===== config.mk =====
export PLATFORM = sky130hd
export DESIGN_NAME = ahb_apb_bridge
export DESIGN_NICKNAME = d
export VERILOG_FILES = /design/src/rtl/ahb_pkg.sv /design/src/rtl/apb_pkg.sv /design/src/rtl/ahb_slave_if.sv /design/src/rtl/apb_addr_decoder.sv /design/src/rtl/apb_master_fsm.sv /design/src/rtl/ahb_apb_bridge.sv
export VERILOG_INCLUDE_DIRS = /design/src /design/src/rtl
export SDC_FILE = /design/constraint.sdc
export NUM_CORES = 1
export LEC_CHECK = 0
export ABC_AREA = 1
export BUFFER_PORTS_ARGS = -buffer_cell sky130_fd_sc_hd__buf_4
export CAP_MARGIN = 20
export CORE_AREA = 2 2 119 121
export DETAILED_ROUTE_END_ITERATION = 8
export DIE_AREA = 0 0 121 123
export PLACE_DENSITY_LB_ADDON = 0.25
export SYNTH_ARGS = -nofsm -noshare
export SYNTH_HDL_FRONTEND = slang
export SYNTH_SLANG_ARGS = --single-unit

===== constraint.sdc =====
create_clock -name hclk1 -period 3.1 [get_ports hclk1]
set_clock_uncertainty 0.15 [all_clocks]
set_input_delay 0 -clock hclk1 [delete_from_list [all_inputs] [get_ports hclk1]]
set_output_delay 0 -clock hclk1 [all_outputs]
set_load 0.01 [all_outputs]

===== src/rtl/bridge_params.svh =====
//--------------------------------------------------------------------------
// AHB to APB bridge parameters
// Bus widths, slave count and the APB address map
//--------------------------------------------------------------------------

`ifndef BRIDGE_PARAMS_SVH
`define BRIDGE_PARAMS_SVH

// Bus widths
`define BRIDGE_ADDR_W 32
`define BRIDGE_DATA_W 32

// Number of APB slaves behind the bridge
`define BRIDGE_NUM_SLAVES 4

//--------------------------------------------------------------------------
// Address map, 4 KB window per slave, inclusive bounds
//--------------------------------------------------------------------------
`define BRIDGE_SLAVE0_START 32'h0000_0000
`define BRIDGE_SLAVE0_END   32'h0000_0FFF
`define BRIDGE_SLAVE1_START 32'h0000_1000
`define BRIDGE_SLAVE1_END   32'h0000_1FFF
`define BRIDGE_SLAVE2_START 32'h0000_2000
`define BRIDGE_SLAVE2_END   32'h0000_2FFF
`define BRIDGE_SLAVE3_START 32'h0000_3000
`define BRIDGE_SLAVE3_END   32'h0000_3FFF
// Anything from 0x4000 upwards is unmapped

`endif


===== src/rtl/ahb_pkg.sv =====
//--------------------------------------------------------------------------
// AHB side types for the bridge: address, data and transfer type
//--------------------------------------------------------------------------

`include "bridge_params.svh"

package ahb_pkg;

  // One address word and one data word
  typedef logic [`BRIDGE_ADDR_W-1:0] haddr_t;
  typedef logic [`BRIDGE_DATA_W-1:0] hdata_t;

  // htrans encoding
  typedef enum logic [1:0] {
    HTRANS_IDLE   = 2'b00,
    HTRANS_BUSY   = 2'b01,
    HTRANS_NONSEQ = 2'b10,
    HTRANS_SEQ    = 2'b11
  } htrans_t;

endpackage


===== src/rtl/apb_pkg.sv =====
//--------------------------------------------------------------------------
// APB side types for the bridge: FSM state, slave vectors, read data
//--------------------------------------------------------------------------

`include "bridge_params.svh"

package apb_pkg;

  // APB master states, one-hot
  typedef enum logic [2:0] {
    APB_IDLE   = 3'b001,
    APB_SETUP  = 3'b010,
    APB_ACCESS = 3'b100
  } apb_state_t;

  // One bit per slave, used for psel, pready and the decode result
  typedef logic [`BRIDGE_NUM_SLAVES-1:0] slave_vec_t;

  // Read data of all slaves, element i belongs to slave i
  typedef logic [`BRIDGE_NUM_SLAVES-1:0][`BRIDGE_DATA_W-1:0] prdata_arr_t;

endpackage


===== src/rtl/ahb_slave_if.sv =====
//--------------------------------------------------------------------------
// AHB slave port of the bridge
// Accepts NONSEQ/SEQ transfers and stalls hready until the APB side is done
//--------------------------------------------------------------------------

`timescale 1ns/100ps

module ahb_slave_if (
  input  logic            hclk1,
  input  logic            hreset_n1,
  input  logic            hsel,
  input  ahb_pkg::haddr_t haddr,
  input  ahb_pkg::htrans_t htrans,
  input  logic            hwrite,
  output logic            hready,
  output ahb_pkg::hdata_t hrdata,
  output logic            xfer_req,
  output ahb_pkg::haddr_t req_addr,
  output logic            req_write,
  input  logic            xfer_done,
  input  ahb_pkg::hdata_t rdata
);

  import ahb_pkg::*;

  logic valid_trans;
  logic accept;
  logic addr_phase;
  logic data_phase;

  // Only NONSEQ and SEQ start an access, IDLE and BUSY are ignored
  assign valid_trans = hsel && ((htrans == HTRANS_NONSEQ) || (htrans == HTRANS_SEQ));

  // Address phase completes when the slave is ready
  assign accept = addr_phase && valid_trans;

  //------------------------------------------------------------------------
  // Phase tracking
  //------------------------------------------------------------------------
  always_ff @(posedge hclk1 or negedge hreset_n1) begin
    if (!hreset_n1) begin
      addr_phase <= 1'b1;
      data_phase <= 1'b0;
      hrdata     <= '0;
    end else begin
      if (accept) begin
        // Enter data phase, hold the master off
        addr_phase <= 1'b0;
        data_phase <= 1'b1;
      end else if (data_phase && xfer_done) begin
        addr_phase <= 1'b1;
        data_phase <= 1'b0;
        hrdata     <= rdata;
      end
    end
  end

  // Captured transfer attributes, held for the whole data phase
  always_ff @(posedge hclk1) begin
    if (accept) begin
      req_addr  <= haddr;
      req_write <= hwrite;
    end
  end

  assign hready   = addr_phase;
  assign xfer_req = data_phase;

endmodule


===== src/rtl/apb_addr_decoder.sv =====
//--------------------------------------------------------------------------
// APB slave select decode by inclusive start/end address windows
//--------------------------------------------------------------------------

`timescale 1ns/100ps

`include "bridge_params.svh"

module apb_addr_decoder (
  input  ahb_pkg::haddr_t     req_addr,
  output apb_pkg::slave_vec_t slave_sel
);

  import ahb_pkg::*;

  // Window bounds per slave, index matches the psel bit
  localparam haddr_t SLAVE_START [`BRIDGE_NUM_SLAVES] = '{
    `BRIDGE_SLAVE0_START,
    `BRIDGE_SLAVE1_START,
    `BRIDGE_SLAVE2_START,
    `BRIDGE_SLAVE3_START
  };

  localparam haddr_t SLAVE_END [`BRIDGE_NUM_SLAVES] = '{
    `BRIDGE_SLAVE0_END,
    `BRIDGE_SLAVE1_END,
    `BRIDGE_SLAVE2_END,
    `BRIDGE_SLAVE3_END
  };

  // Windows do not overlap, so at most one bit is set
  always_comb begin
    slave_sel = '0;
    for (int i = 0; i < `BRIDGE_NUM_SLAVES; i++) begin
      slave_sel[i] = (req_addr >= SLAVE_START[i]) && (req_addr <= SLAVE_END[i]);
    end
  end

endmodule


===== src/rtl/apb_master_fsm.sv =====
//--------------------------------------------------------------------------
// APB master FSM, IDLE -> SETUP -> ACCESS per AHB transfer
// Drives the shared APB signals and muxes pready/prdata back
//--------------------------------------------------------------------------

`timescale 1ns/100ps

`include "bridge_params.svh"

module apb_master_fsm (
  input  logic                 hclk1,
  input  logic                 hreset_n1,
  input  logic                 xfer_req,
  input  ahb_pkg::haddr_t      req_addr,
  input  logic                 req_write,
  input  apb_pkg::slave_vec_t  slave_sel,
  input  apb_pkg::slave_vec_t  pready,
  input  apb_pkg::prdata_arr_t prdata,
  output ahb_pkg::haddr_t      paddr,
  output logic                 pwrite,
  output apb_pkg::slave_vec_t  psel,
  output logic                 penable,
  output logic                 xfer_done,
  output ahb_pkg::hdata_t      rdata
);

  import apb_pkg::*;

  apb_state_t state;
  logic       pready_sel;
  logic       no_slave;

  //------------------------------------------------------------------------
  // Return path muxing by the registered select
  //------------------------------------------------------------------------
  assign pready_sel = |(psel & pready);
  assign no_slave   = ~|psel;

  // Unselected slaves contribute zero, so unmapped reads return zero
  always_comb begin
    rdata = '0;
    for (int i = 0; i < `BRIDGE_NUM_SLAVES; i++) begin
      if (psel[i]) begin
        rdata = rdata | prdata[i];
      end
    end
  end

  // Unmapped access ends on the first ACCESS edge
  assign xfer_done = (state == APB_ACCESS) && (pready_sel || no_slave);

  //------------------------------------------------------------------------
  // State machine and APB outputs
  //------------------------------------------------------------------------
  always_ff @(posedge hclk1 or negedge hreset_n1) begin
    if (!hreset_n1) begin
      state   <= APB_IDLE;
      psel    <= '0;
      penable <= 1'b0;
      paddr   <= '0;
      pwrite  <= 1'b0;
    end else begin
      case (state)
        APB_IDLE: begin
          if (xfer_req) begin
            state  <= APB_SETUP;
            psel   <= slave_sel;
            paddr  <= req_addr;
            pwrite <= req_write;
          end
        end

        APB_SETUP: begin
          state   <= APB_ACCESS;
          // No penable without a selected slave
          penable <= ~no_slave;
        end

        APB_ACCESS: begin
          // Wait states hold everything stable
          if (xfer_done) begin
            state   <= APB_IDLE;
            psel    <= '0;
            penable <= 1'b0;
          end
        end

        default: begin
          state   <= APB_IDLE;
          psel    <= '0;
          penable <= 1'b0;
        end
      endcase
    end
  end

endmodule


===== src/rtl/ahb_apb_bridge.sv =====
//--------------------------------------------------------------------------
// AHB to APB bridge top for four APB slaves
//--------------------------------------------------------------------------

`timescale 1ns/100ps

module ahb_apb_bridge (
  input  logic                 hclk1,
  input  logic                 hreset_n1,

  // AHB slave port
  input  logic                 hsel,
  input  ahb_pkg::haddr_t      haddr,
  input  ahb_pkg::htrans_t     htrans,
  input  logic                 hwrite,
  input  ahb_pkg::hdata_t      hwdata,
  output logic                 hready,
  output ahb_pkg::hdata_t      hrdata,

  // APB master port
  output ahb_pkg::haddr_t      paddr,
  output logic                 pwrite,
  output apb_pkg::slave_vec_t  psel,
  output logic                 penable,
  output ahb_pkg::hdata_t      pwdata,
  input  apb_pkg::slave_vec_t  pready,
  input  apb_pkg::prdata_arr_t prdata
);

  import ahb_pkg::*;
  import apb_pkg::*;

  logic       xfer_req;
  haddr_t     req_addr;
  logic       req_write;
  logic       xfer_done;
  hdata_t     rdata;
  slave_vec_t slave_sel;

  ahb_slave_if u_ahb_slave_if (
    .hclk1     (hclk1),
    .hreset_n1 (hreset_n1),
    .hsel      (hsel),
    .haddr     (haddr),
    .htrans    (htrans),
    .hwrite    (hwrite),
    .hready    (hready),
    .hrdata    (hrdata),
    .xfer_req  (xfer_req),
    .req_addr  (req_addr),
    .req_write (req_write),
    .xfer_done (xfer_done),
    .rdata     (rdata)
  );

  apb_addr_decoder u_apb_addr_decoder (
    .req_addr  (req_addr),
    .slave_sel (slave_sel)
  );

  apb_master_fsm u_apb_master_fsm (
    .hclk1     (hclk1),
    .hreset_n1 (hreset_n1),
    .xfer_req  (xfer_req),
    .req_addr  (req_addr),
    .req_write (req_write),
    .slave_sel (slave_sel),
    .pready    (pready),
    .prdata    (prdata),
    .paddr     (paddr),
    .pwrite    (pwrite),
    .psel      (psel),
    .penable   (penable),
    .xfer_done (xfer_done),
    .rdata     (rdata)
  );

  // Master holds hwdata through the data phase, which covers the APB access
  assign pwdata = hwdata;

endmodule


After elaboration in Yosys (flattened, before gate mapping)
Cells that the tools add are included.
- bits in registers: 108
- bits of input ports: 202
- word-level logic and storage cells: 67
- $lt $le $gt $ge: 8
- equality and inequality tests: 7
- multiplexer cells: 16
- bitwise operators: 7
- reductions and logical operators: 19
- operators by type and width (kind ; count):
    2-to-1 mux 32 bit ; 4
    bitwise OR 32 bit ; 3
    greater-or-equal comparator 32 x 14 -> 1 bit (second input constant) ; 2
    less-or-equal comparator 32 x 14 -> 1 bit (second input constant) ; 2
    greater-or-equal comparator 32 x 1 -> 1 bit (second input constant) ; 1
    greater-or-equal comparator 32 x 13 -> 1 bit (second input constant) ; 1
    less-or-equal comparator 32 x 12 -> 1 bit (second input constant) ; 1
    less-or-equal comparator 32 x 13 -> 1 bit (second input constant) ; 1
    case mux 4 bit (3 select lines) ; 1
    case mux 3 bit (3 select lines) ; 1
    logical AND 1 bit ; 8
    2-to-1 mux 4 bit ; 2
    AND reduction 2 bit ; 4
    OR reduction 4 bit ; 2
    2-to-1 mux 3 bit ; 2
    2-to-1 mux 1 bit ; 5
    AND 4 bit ; 1
    equality test 2 bit (second input constant) ; 2
    != test 2 bit (second input constant) ; 2
    equality test 3 x 1 -> 1 bit (second input constant) ; 1
    equality test 3 x 2 -> 1 bit (second input constant) ; 1
    equality test 3 bit (second input constant) ; 1
    inverter 1 bit ; 3
    case mux 1 bit (3 select lines) ; 1
    other kinds (4) ; 5

Longest topological paths before layout
Gate-level depths: netlist of run 1.
- depth after elaboration: 7
- depth in mapped cells: 10
- mapped depth without buffers: 8

Cells and area by module
A second synthesis of run 1 with hierarchy kept.
- cells, all modules: 607
- area total of the unflattened synthesis: 5112.4 um^2
- by module, submodules not included (module ; times used ; cells an instance ; area each (um^2) ; seq. area each (um^2)):
    apb_master_fsm ; 1 ; 369 ; 2417.3 ; 1027.2
    ahb_slave_if ; 1 ; 181 ; 2347.3 ; 1843.0
    ahb_apb_bridge ; 1 ; 32 ; 240.2 ; 0.0
    apb_addr_decoder ; 1 ; 25 ; 107.6 ; 0.0

Worst setup path before layout of run 1
Ideal clock, no wire load.
- kind: register to register
- from: register u_ahb_slave_if.addr_phase (netlist: u_ahb_slave_if.hready)
- to: register u_ahb_slave_if.hrdata[10]
- setup time: 0.125 ns
- arrival: 2.745 ns
- data required time: 2.825 ns
- setup slack: 0.080 ns
- cell stages (with the launch flop): 8
- cell sequence: dfstp_2 > inv_1 > nor2_1 > inv_1 > nand4_2 > buf_6 > buf_6 > o21ai_2
- word-level cells in the longest chain between the ends: 3
- ends and longest elaborated chain (item ; RTL line ; RTL):
    from (decl) ; ahb_slave_if.sv:28 ; logic addr_phase;
    from (signal assigned) ; ahb_slave_if.sv:42 ; addr_phase <= 1'b1;
    from (signal assigned) ; ahb_slave_if.sv:48 ; addr_phase <= 1'b0;
    from (signal assigned) ; ahb_slave_if.sv:51 ; addr_phase <= 1'b1;
    logical AND 1 bit ; ahb_slave_if.sv:35 ; assign accept = addr_phase && valid_trans;
    named net u_ahb_slave_if.accept ; ahb_slave_if.sv:27 ; logic accept;
    inverter 1 bit (no source line) ; n/a ;
    AND reduction 2 bit (no source line) ; n/a ;
    to (signal assigned) ; ahb_slave_if.sv:53 ; hrdata <= rdata;
    to (decl) ; ahb_slave_if.sv:16 ; output ahb_pkg::hdata_t hrdata,
The timed path passes the listed nets, and every way through them passes these cells.
A chain may end at the register's enable or synchronous reset.

Worst setup path in the final report of run 1
- from: register u_apb_master_fsm.psel[3]
- to: register u_ahb_slave_if.hrdata[2]
- word-level cells in the longest chain between the ends: 6
- ends and longest elaborated chain (item ; RTL line ; RTL):
    from (decl) ; apb_master_fsm.sv:21 ; output apb_pkg::slave_vec_t psel,
    from (signal assigned) ; apb_master_fsm.sv:67 ; psel <= slave_sel;
    AND 4 bit or OR reduction 4 bit (tied branches) ; apb_master_fsm.sv:36, apb_master_fsm.sv:37 ;
    OR reduction 4 bit or zero test 1 bit (tied branches) ; apb_master_fsm.sv:36, apb_master_fsm.sv:37 ;
    logical OR 1 bit ; apb_master_fsm.sv:50 ; assign xfer_done = (state == APB_ACCESS) && (pready_sel || no_slave);
    logical AND 1 bit ; apb_master_fsm.sv:50 ;
    logical AND 1 bit ; ahb_slave_if.sv:50 ; end else if (data_phase && xfer_done) begin
    AND reduction 2 bit (no source line) ; n/a ;
Parallel ways exist; a longest one is shown, timed or not.

==> flow_metrics.tcl, run 1 <==
set metrics [dict create \
    status "finished, final reports clean" \
    path_class "reg -> reg" \
    setup_viol 0 \
    netlist_instances 532 \
    crit_fanout 66 \
    first_global_vias 5269 \
    cts_setup_buffers 0 \
    tns_ps 0 \
    post-route-min-period_ps 2730 \
    root_buffer "clkbuf_16" \
    p_leak_nw 3.92 \
    wl_um 18100 \
    overflow 0 \
    min_path_type "in -> reg" \
    crit_required_ps 3190 \
    clk_latency_ps 350 \
    numCtsBuffers 9 \
    wl_per_cell_um 17.3 \
    cpMaxStageDelayCell "nand4_4" \
    post-route-period-util_pct 88.2 \
    grt_setup_unrepaired "false" \
    portBuffers 239 \
    die_x_um 121 \
    irDropWorstVdd_v 0.000502 \
    pin_count 305 \
    grt_first_pass_wirelength_um 26800 \
    synth_warnings 0 \
    drcViolationCount 0 \
    path_cells "nand2_1, nand2_1, dlygate4sd3_1, nor2_2, nand2_1, nand4_4, o21ai_0" \
    final_common_cell "nand2_1" \
    synth_seq_area_share_pct 58.6 \
    first_pass_iters 7 \
    cts-resized-gates 0 \
    cts_tree "done" \
    crit_buf_inv 1 \
    drtAntennaViolNets 0 \
    hpwl_um 11000 \
    max_freq_mhz 366 \
    maxCapViolCount 0 \
    cp.arrival_ps 2820 \
    grt_max_degree 76 \
    crit_path_start "u_apb_master_fsm.psel[3]" \
    drtIter0Drc 325 \
    die-area_um2 14900 \
    clkSinkCount 108 \
    end_kind "flop" \
    viasPerCell 4.92 \
    syn_to_final_growth_pct 68.7 \
    ys_seq_elements 108 \
    synthesis.area_um2 4900 \
    fin_cells 1049 \
    min-delay-start "haddr[10]" \
    slew_headroom_pct 35.3 \
    grt.total_usage_pct 23.4 \
    cts-hold-fix-buffers 135 \
    path_common_cell "nand2_1" \
    power_density_nw_per_um2 531 \
    antenna_found_initial 1 \
    synth_nets 734 \
    synth_cell_types 23 \
    syn_area_per_cell_um2 9.20 \
    reg2reg_from "u_apb_master_fsm.psel[3]" \
    routabilityCongestion 0.820 \
    placedCellCount 895 \
    hold_violations 0 \
    drive_above_1_share_pct 31.5 \
    drv_slew 0 \
    die_h_um 123 \
    cpLargestDelayFamily "simple AND/OR/NAND/NOR gates" \
    clk_path_buf_depth 2 \
    cpPeakStageDelay_ps 690 \
    htree_levels 3 \
    startpoint_type "flop" \
    layout.nets 1065 \
    max_slew.worst_pin.slew_ps 971 \
    start_util_pct 36.0 \
    final_cell_mix "249 x nand2_1, 245 x buf_4, 136 x dlygate4sd3_1" \
    core_area_um2 13600 \
    path_clk_slew_ps 80 \
    std_cell_rows 43 \
    vias 5162 \
]
-- synth_stat cells, drive strengths merged --
master	count	area [um^2]
o31ai	1	7.51
nor3	3	15.0
edfxtp	33	991
dfstp	2	52.6
o21ai	36	203
dfrtp	73	1830
o22ai	1	6.26
nand3	5	25.0
nand3b	1	7.51
nor2	19	73.8
nand4	2	18.8
buf	46	342
inv	12	45.0
nand2	249	935
o21a	1	7.51
clkbuf	16	60.1
a221oi	32	280
-- metrics by stage --
| step | cell area, um^2 | utilization [%] | total power [mW] | setup WS [ps] | hold slack (ps) |
|---|---|---|---|---|---|
| global placement | 6580 | 48.3 | 3.11 | 805 | -150 |
| finish | 8260 | 60.7 | 4.38 | 365 | 211 |
| global route | 8260 | 60.6 | 4.66 | 213 | 202 |
| detailed placement | 6580 | 48.3 | 3.14 | 768 | -150 |
| CTS | 8220 | 60.4 | 4.42 | 404 | 192 |
| floorplan | 4900 | - | 2.52 | 79.9 | -446 |
-- per-layer routing --
layer | up-vias | track usage, % | share of wire, % | wire length, um
li1 | 2395 | - | - | -
met1 | 2442 | 27.3 | 38 | 6870
met4 | 0 | 12.9 | 4.7 | 847
met3 | 68 | 5.95 | 7.3 | 1330
met2 | 257 | 39.6 | 50 | 9080
met5 | - | 0 | 0 | 0
-- registers in the layout (all words and copies together), names as in the netlist --
| register | flops |
|---|---|
| u_ahb_slave_if.hrdata | 32 |
| u_ahb_slave_if.hready | 1 |
| u_ahb_slave_if.req_addr | 32 |
| u_ahb_slave_if.req_write | 1 |
| u_ahb_slave_if.xfer_req | 1 |
| u_apb_master_fsm.paddr | 32 |
| u_apb_master_fsm.penable | 1 |
| u_apb_master_fsm.psel | 4 |
| u_apb_master_fsm.pwrite | 1 |
| u_apb_master_fsm.state | 3 |
-- worst paths after layout --
kind | depth (start not counted) | end | slack [ps]
setup / recovery | 7 | u_ahb_slave_if.hrdata[2] | 370
hold / removal | 2 | u_ahb_slave_if.req_addr[10] | 210
setup reg to reg | 7 | u_ahb_slave_if.hrdata[2] | 370
hold reg to reg | 2 | u_apb_master_fsm.paddr[4] | 290
max in group asynchronous | 4 | u_ahb_slave_if.hready | 1620
min in group asynchronous | 3 | u_ahb_slave_if.hrdata[25] | 530
-- layout make-up --
class	instances	area (um^2)
Fill cell	1119	5350
Timing Repair Buffer	382	3230
Sequential cell	108	2870
Multi-Input combinational cell	350	1600
Clock buffer	9	225
Tap cell	180	225
Clock inverter	7	66.3
Inverter	12	45.0
Antenna cell	1	2.50
-- cells by family after synthesis --
group	synth area share, %
flip-flops	58.6
AO/OA/AOI/OAI	10.3
buffers and inverters	9.12
AND/OR/NAND/NOR	22.0
-- power breakdown --
| group | switching [mW] | internal [mW] | leakage, nW |
|---|---|---|---|
| combinational | 0.702 | 0.636 | 2.49 |
| clock | 0.573 | 0.566 | 0.142 |
| sequential | 0.158 | 1.75 | 1.29 |
No activity file was read; power rests on OpenSTA's default activity.
==> run 2: changes to the inputs <==
==> constraint.sdc (replaced) <==
create_clock -name hclk1 -period 3.1 [get_ports hclk1]
set_clock_uncertainty 0.15 [all_clocks]
set_input_delay 0.31 -clock hclk1 [delete_from_list [all_inputs] [get_ports hclk1]]
set_output_delay 0.31 -clock hclk1 [all_outputs]
set_load 0.01 [all_outputs]
==> run 2 against run 1 <==
Via count fell by 12%. Die area stayed put. Critical path depth fell by 4. Setup slack better by 430 ps. Final cell count fell by 9.7%. Design area fell by 12%. Register-to-register slack better by 430 ps. Total power decreased by 1.1%. Fmax up 19%. First-iteration DRC count shrank 12%. Highest routed layer unchanged.
==> flow_metrics.tcl, run 2 (synthesized netlist as in run 1, its figures left out) <==
set metrics [dict create \
    status "finished, final reports clean" \
    drtIter0Drc 285 \
    path_clk_slew_ps 70 \
    die_x_um 121 \
    clk_latency_ps 350 \
    drtAntennaViolNets 0 \
    slew_headroom_pct 35.5 \
    wl_um 15700 \
    rrSetupSlack_ps 800 \
    wl_per_cell_um 16.6 \
    crit_fanout 66 \
    drive_above_1_share_pct 35.4 \
    drcViolationCount 0 \
    numCtsBuffers 9 \
    p_total_mw 4.34 \
    die_h_um 123 \
    dr_wl_met2_um 7860 \
    irDropWorstVdd_v 0.000456 \
    min_path_type "in -> reg" \
    power_density_nw_per_um2 598 \
    viasPerCell 4.82 \
    vias 4565 \
    clkSinkCount 108 \
    utilization_pct 53.2 \
    cts_setup_buffers 0 \
    core_area_um2 13600 \
    cp.arrival_ps 2390 \
    pin_count 305 \
    m1WireLength_um 6030 \
    die-area_um2 14900 \
    reg2reg_from "u_apb_master_fsm.state[1]" \
    startpoint_type "flop" \
    r2r-end "u_ahb_slave_if.hrdata[5]" \
    hold_slack_ps 87.4 \
    grt_setup_unrepaired "false" \
    portBuffers 239 \
    root_buffer "clkbuf_16" \
    max_freq_mhz 434 \
    cts_tree "done" \
    hold_violations 0 \
    std_cell_rows 43 \
    first_pass_iters 4 \
    cts-resized-gates 0 \
    path_class "reg -> reg" \
    grt_first_pass_wirelength_um 23700 \
    ff2ff_path_depth 3 \
    placed_cell_area_um2 6580 \
    htree_levels 3 \
    routabilityCongestion 0.834 \
    post-route-min-period_ps 2300 \
    maxCapViolCount 0 \
    top_regs "u_ahb_slave_if.hrdata: 32 flops, u_ahb_slave_if.req_addr: 32 flops, u_apb_master_fsm.paddr: 32 flops" \
    final_common_cell "nand2_1" \
    hpwl_um 11100 \
    layout.nets 963 \
    min_path_cells 3 \
    routed.top_layer "met4" \
    min-delay-start "prdata[45]" \
    max_slew.worst_pin.slew_ps 967 \
    cts-hold-fix-buffers 33 \
    final_cell_mix "249 x nand2_1, 245 x buf_4, 73 x dfrtp_1" \
    grt.total_usage_pct 20.6 \
    overflow 0 \
    crit_required_ps 3190 \
    antenna_found_initial 1 \
    drv_slew 0 \
    first_global_vias 4512 \
    clk_path_buf_depth 2 \
    nFillCells 1243 \
    grt_max_degree 76 \
    wl_met3_um 1580 \
    final_area_um2 7250 \
    start_util_pct 36.0 \
    tns_ps 0 \
    setup_viol 0 \
    post-route-period-util_pct 74.3 \
    p_leak_nw 3.58 \
    holdPathEnd "u_ahb_slave_if.hrdata[13]" \
    end_kind "flop" \
    syn_to_final_growth_pct 48.0 \
]
==> run 2: cell count changes in the layout (fill, tap and decap cells not counted), sizes merged <==
cell,previous run,this run
bufinv,0,1
clkbuf,9,11
clkinv,2,0
dlygate4sd3,136,34
inv,16,15
==> run 2: how the worst max path moves through the flow <==
stage               slack (ps)                       from  cells after the start                   endpoint
floorplan                   80      u_ahb_slave_if.hready                      7  u_ahb_slave_if.hrdata[10]
global placement           890   u_apb_master_fsm.psel[0]                      6  u_ahb_slave_if.hrdata[21]
detailed placement         800  u_apb_master_fsm.state[1]                      3   u_ahb_slave_if.hrdata[0]
CTS                        770  u_apb_master_fsm.state[1]                      3   u_ahb_slave_if.hrdata[0]
global route               530   u_apb_master_fsm.psel[0]                      5  u_ahb_slave_if.hrdata[27]
finish                     800  u_apb_master_fsm.state[1]                      3   u_ahb_slave_if.hrdata[5]
==> run 2: power by group <==
| group | internal [mW] | total [mW] | switching (mW) |
|---|---|---|---|
| sequential | 1.75 | 1.90 | 0.154 |
| combinational | 0.578 | 1.25 | 0.667 |
| clock | 0.643 | 1.19 | 0.546 |
| total | 2.97 | 4.34 | 1.37 |
==> run 2: metal layers <==
layer  vias up  track usage (%)
met2       222             35.5
met4         0             6.47
met1      2135             24.2
met5         -                0
li1       2188                -
met3        20             7.33
==> run 2: critical path: stages (launching register included) <==
cell and delay, ps:
dfrtp_1 390, nor3_1 410, nand4_4 780, o21ai_0 440
==> run 2: area by class of cell <==
type | count | area, um^2 | share of cell area, %
clock inverter | 5 | 68.8 | 0.950
multi-input combinational | 350 | 1600 | 22.0
inverter | 12 | 45.0 | 0.622
sequential | 108 | 2870 | 39.6
tap | 180 | 225 | 3.11
antenna | 1 | 2.50 | 0.0345
timing repair buffer | 280 | 2210 | 30.5
clock buffer | 11 | 233 | 3.21
==> run 2: metrics by stage <==
step           cells  setup slack [ps]
6_report         947               798
5_1_grt          946               534
4_1_cts          944               770
3_5_place_dp     895               800
3_3_place_gp     895               892
2_1_floorplan    532              79.9
==> run 3: changes to the inputs <==
Clock period 3.1 ns to 1.9 ns, I/O delays scaled along.
==> run 3 against run 2 <==
Design area increased by 10%. Via count increased by 7.3%. Register-to-register slack got worse by 680 ps. Sequential power increased by 64%. First-iteration DRC count decreased by 0.35%. Highest routed layer unchanged.
==> flow_metrics.tcl, run 3 (synthesized netlist as in run 1, its figures left out) <==
set metrics [dict create \
    final_common_cell "buf_4" \
    fin_cells 1019 \
    antenna_found_initial 0 \
    syn_to_final_growth_pct 63.0 \
    pwr-share-seq_pct 42.9 \
    maxCapViolCount 0 \
    wl_um 16300 \
    start_util_pct 36.0 \
    power_density_nw_per_um2 911 \
    power.switching_mw 2.26 \
    first_global_vias 4878 \
    drive_above_1_share_pct 33.5 \
    intPower_mw 5.02 \
    layout.nets 1036 \
    final_area_um2 7980 \
    routed.top_layer "met4" \
    std_cell_rows 43 \
    slew_headroom_pct 67.4 \
    setup_ws_ps 95.6 \
    die_h_um 123 \
    r2r-end "u_ahb_slave_if.hrdata[5]" \
    status "finished, final reports clean" \
    grt_max_degree 66 \
    dp_slack_ps 184 \
    first_pass_iters 5 \
    setup_viol 0 \
    cts_setup_buffers 0 \
    utilization_pct 58.6 \
    vias 4899 \
    irDropWorstVdd_v 0.000649 \
    die-area_um2 14900 \
    portBuffers 239 \
    min-delay-start "prdata[63]" \
    placedCellCount 903 \
    hold_violations 0 \
    drv_slew 0 \
    ff2ff_path_depth 8 \
    pin_count 305 \
    cts-hold-fix-buffers 100 \
    path_class "reg -> out" \
    path_clk_slew_ps 70 \
    startpoint_type "flop" \
    htree_levels 3 \
    power_frac_comb_pct 30.2 \
    overflow 0 \
    numCtsBuffers 9 \
    max_slew.worst_pin.slew_ps 485 \
    wl_per_cell_um 16.0 \
    p_leak_nw 3.89 \
    p_sw_share_pct 31.0 \
    min_path_type "in -> reg" \
    crit_path_start "u_apb_master_fsm.psel[0]" \
    die_x_um 121 \
    end_kind "output port" \
    dr_wl_met2_um 7940 \
    cts_tree "done" \
    hpwl_um 11200 \
    final_cell_mix "250 x buf_4, 249 x nand2_1, 100 x dlygate4sd3_1" \
    clk_path_buf_depth 2 \
    clkSinkCount 108 \
    post-route-min-period_ps 1800 \
    grt.total_usage_pct 21.3 \
    max_freq_mhz 554 \
    reg2reg_from "u_apb_master_fsm.psel[1]" \
    nFillCells 1152 \
    crit_required_ps 1560 \
    p_clk_share_pct 26.9 \
    min_path_cells 5 \
    root_buffer "clkbuf_16" \
    cts-resized-gates 0 \
    cp.arrival_ps 1460 \
    rrSetupSlack_ps 120 \
    placed_cell_area_um2 6670 \
    drtIter0Drc 284 \
    wl_met3_um 1660 \
    top_regs "u_ahb_slave_if.hrdata: 32 flops, u_ahb_slave_if.req_addr: 32 flops, u_apb_master_fsm.paddr: 32 flops" \
    grt_setup_unrepaired "false" \
    viasPerCell 4.81 \
    crit_fanout 29 \
    drtAntennaViolNets 0 \
    post-route-period-util_pct 95.0 \
    grt_first_pass_wirelength_um 24300 \
    clk_latency_ps 350 \
    drcViolationCount 0 \
    core_area_um2 13600 \
    m1WireLength_um 6180 \
    holdPathEnd "u_ahb_slave_if.hrdata[31]" \
    p_total_mw 7.27 \
    antennaDiodeCount 0 \
    routabilityCongestion 0.880 \
]
run 3: cell count changes in the layout (fill, tap and decap cells not counted), sizes merged:
cell         before  now
buf             246  253
clkbuf           11   10
clkinv            0    1
diode             1    0
dlygate4sd3      34  100
run 3: final cells by class:
class	instances	area [um^2]	share of cell area, %
timing repair buffer	353	2940	36.8
sequential	108	2870	36.0
multi-input combinational	350	1600	20.0
clock buffer	10	239	2.99
tap	180	225	2.82
clock inverter	6	70.1	0.878
inverter	12	45.0	0.564
run 3: routing by layer:
layer | GRT usage [%] | vias to the layer above
met2 | 36.4 | 264
met3 | 7.20 | 43
met1 | 24.4 | 2268
li1 | - | 2324
met4 | 8.94 | 0
met5 | 0 | -
run 3: worst max-delay path by stage:
stage | depth (start not counted) | end
finish | 2 | psel[0]
global route | 8 | u_ahb_slave_if.hrdata[21]
CTS | 2 | psel[0]
detailed placement | 7 | u_ahb_slave_if.hrdata[8]
global placement | 7 | u_ahb_slave_if.hrdata[19]
floorplan | 8 | u_ahb_slave_if.hrdata[15]
run 3: worst max-delay path, cell delays in order, from the launching register on:
cell and delay (ps):
dfrtp_1 500, buf_4 390, buf_4 200
run 3: per-stage QoR:
stage | setup TNS [ps] | hold slack, ps
2_1_floorplan | -1010 | -256
3_3_place_gp | 0 | -53.4
3_5_place_dp | 0 | -52.1
4_1_cts | 0 | 19.3
5_1_grt | 0 | 50.3
6_report | 0 | 35.7
run 3: power by group through the flow:
| stage | Clock (mW) | Combinational [mW] | Sequential, mW |
|---|---|---|---|
| 6_report | 1.96 | 2.20 | 3.12 |
| 5_1_grt | 2.12 | 2.43 | 3.17 |
| 4_1_cts | 2.03 | 2.22 | 3.12 |
| 3_5_place_dp | 0 | 2.06 | 3.15 |
| 3_3_place_gp | 0 | 2.00 | 3.14 |
| 2_1_floorplan | 0 | 0.866 | 3.27 |
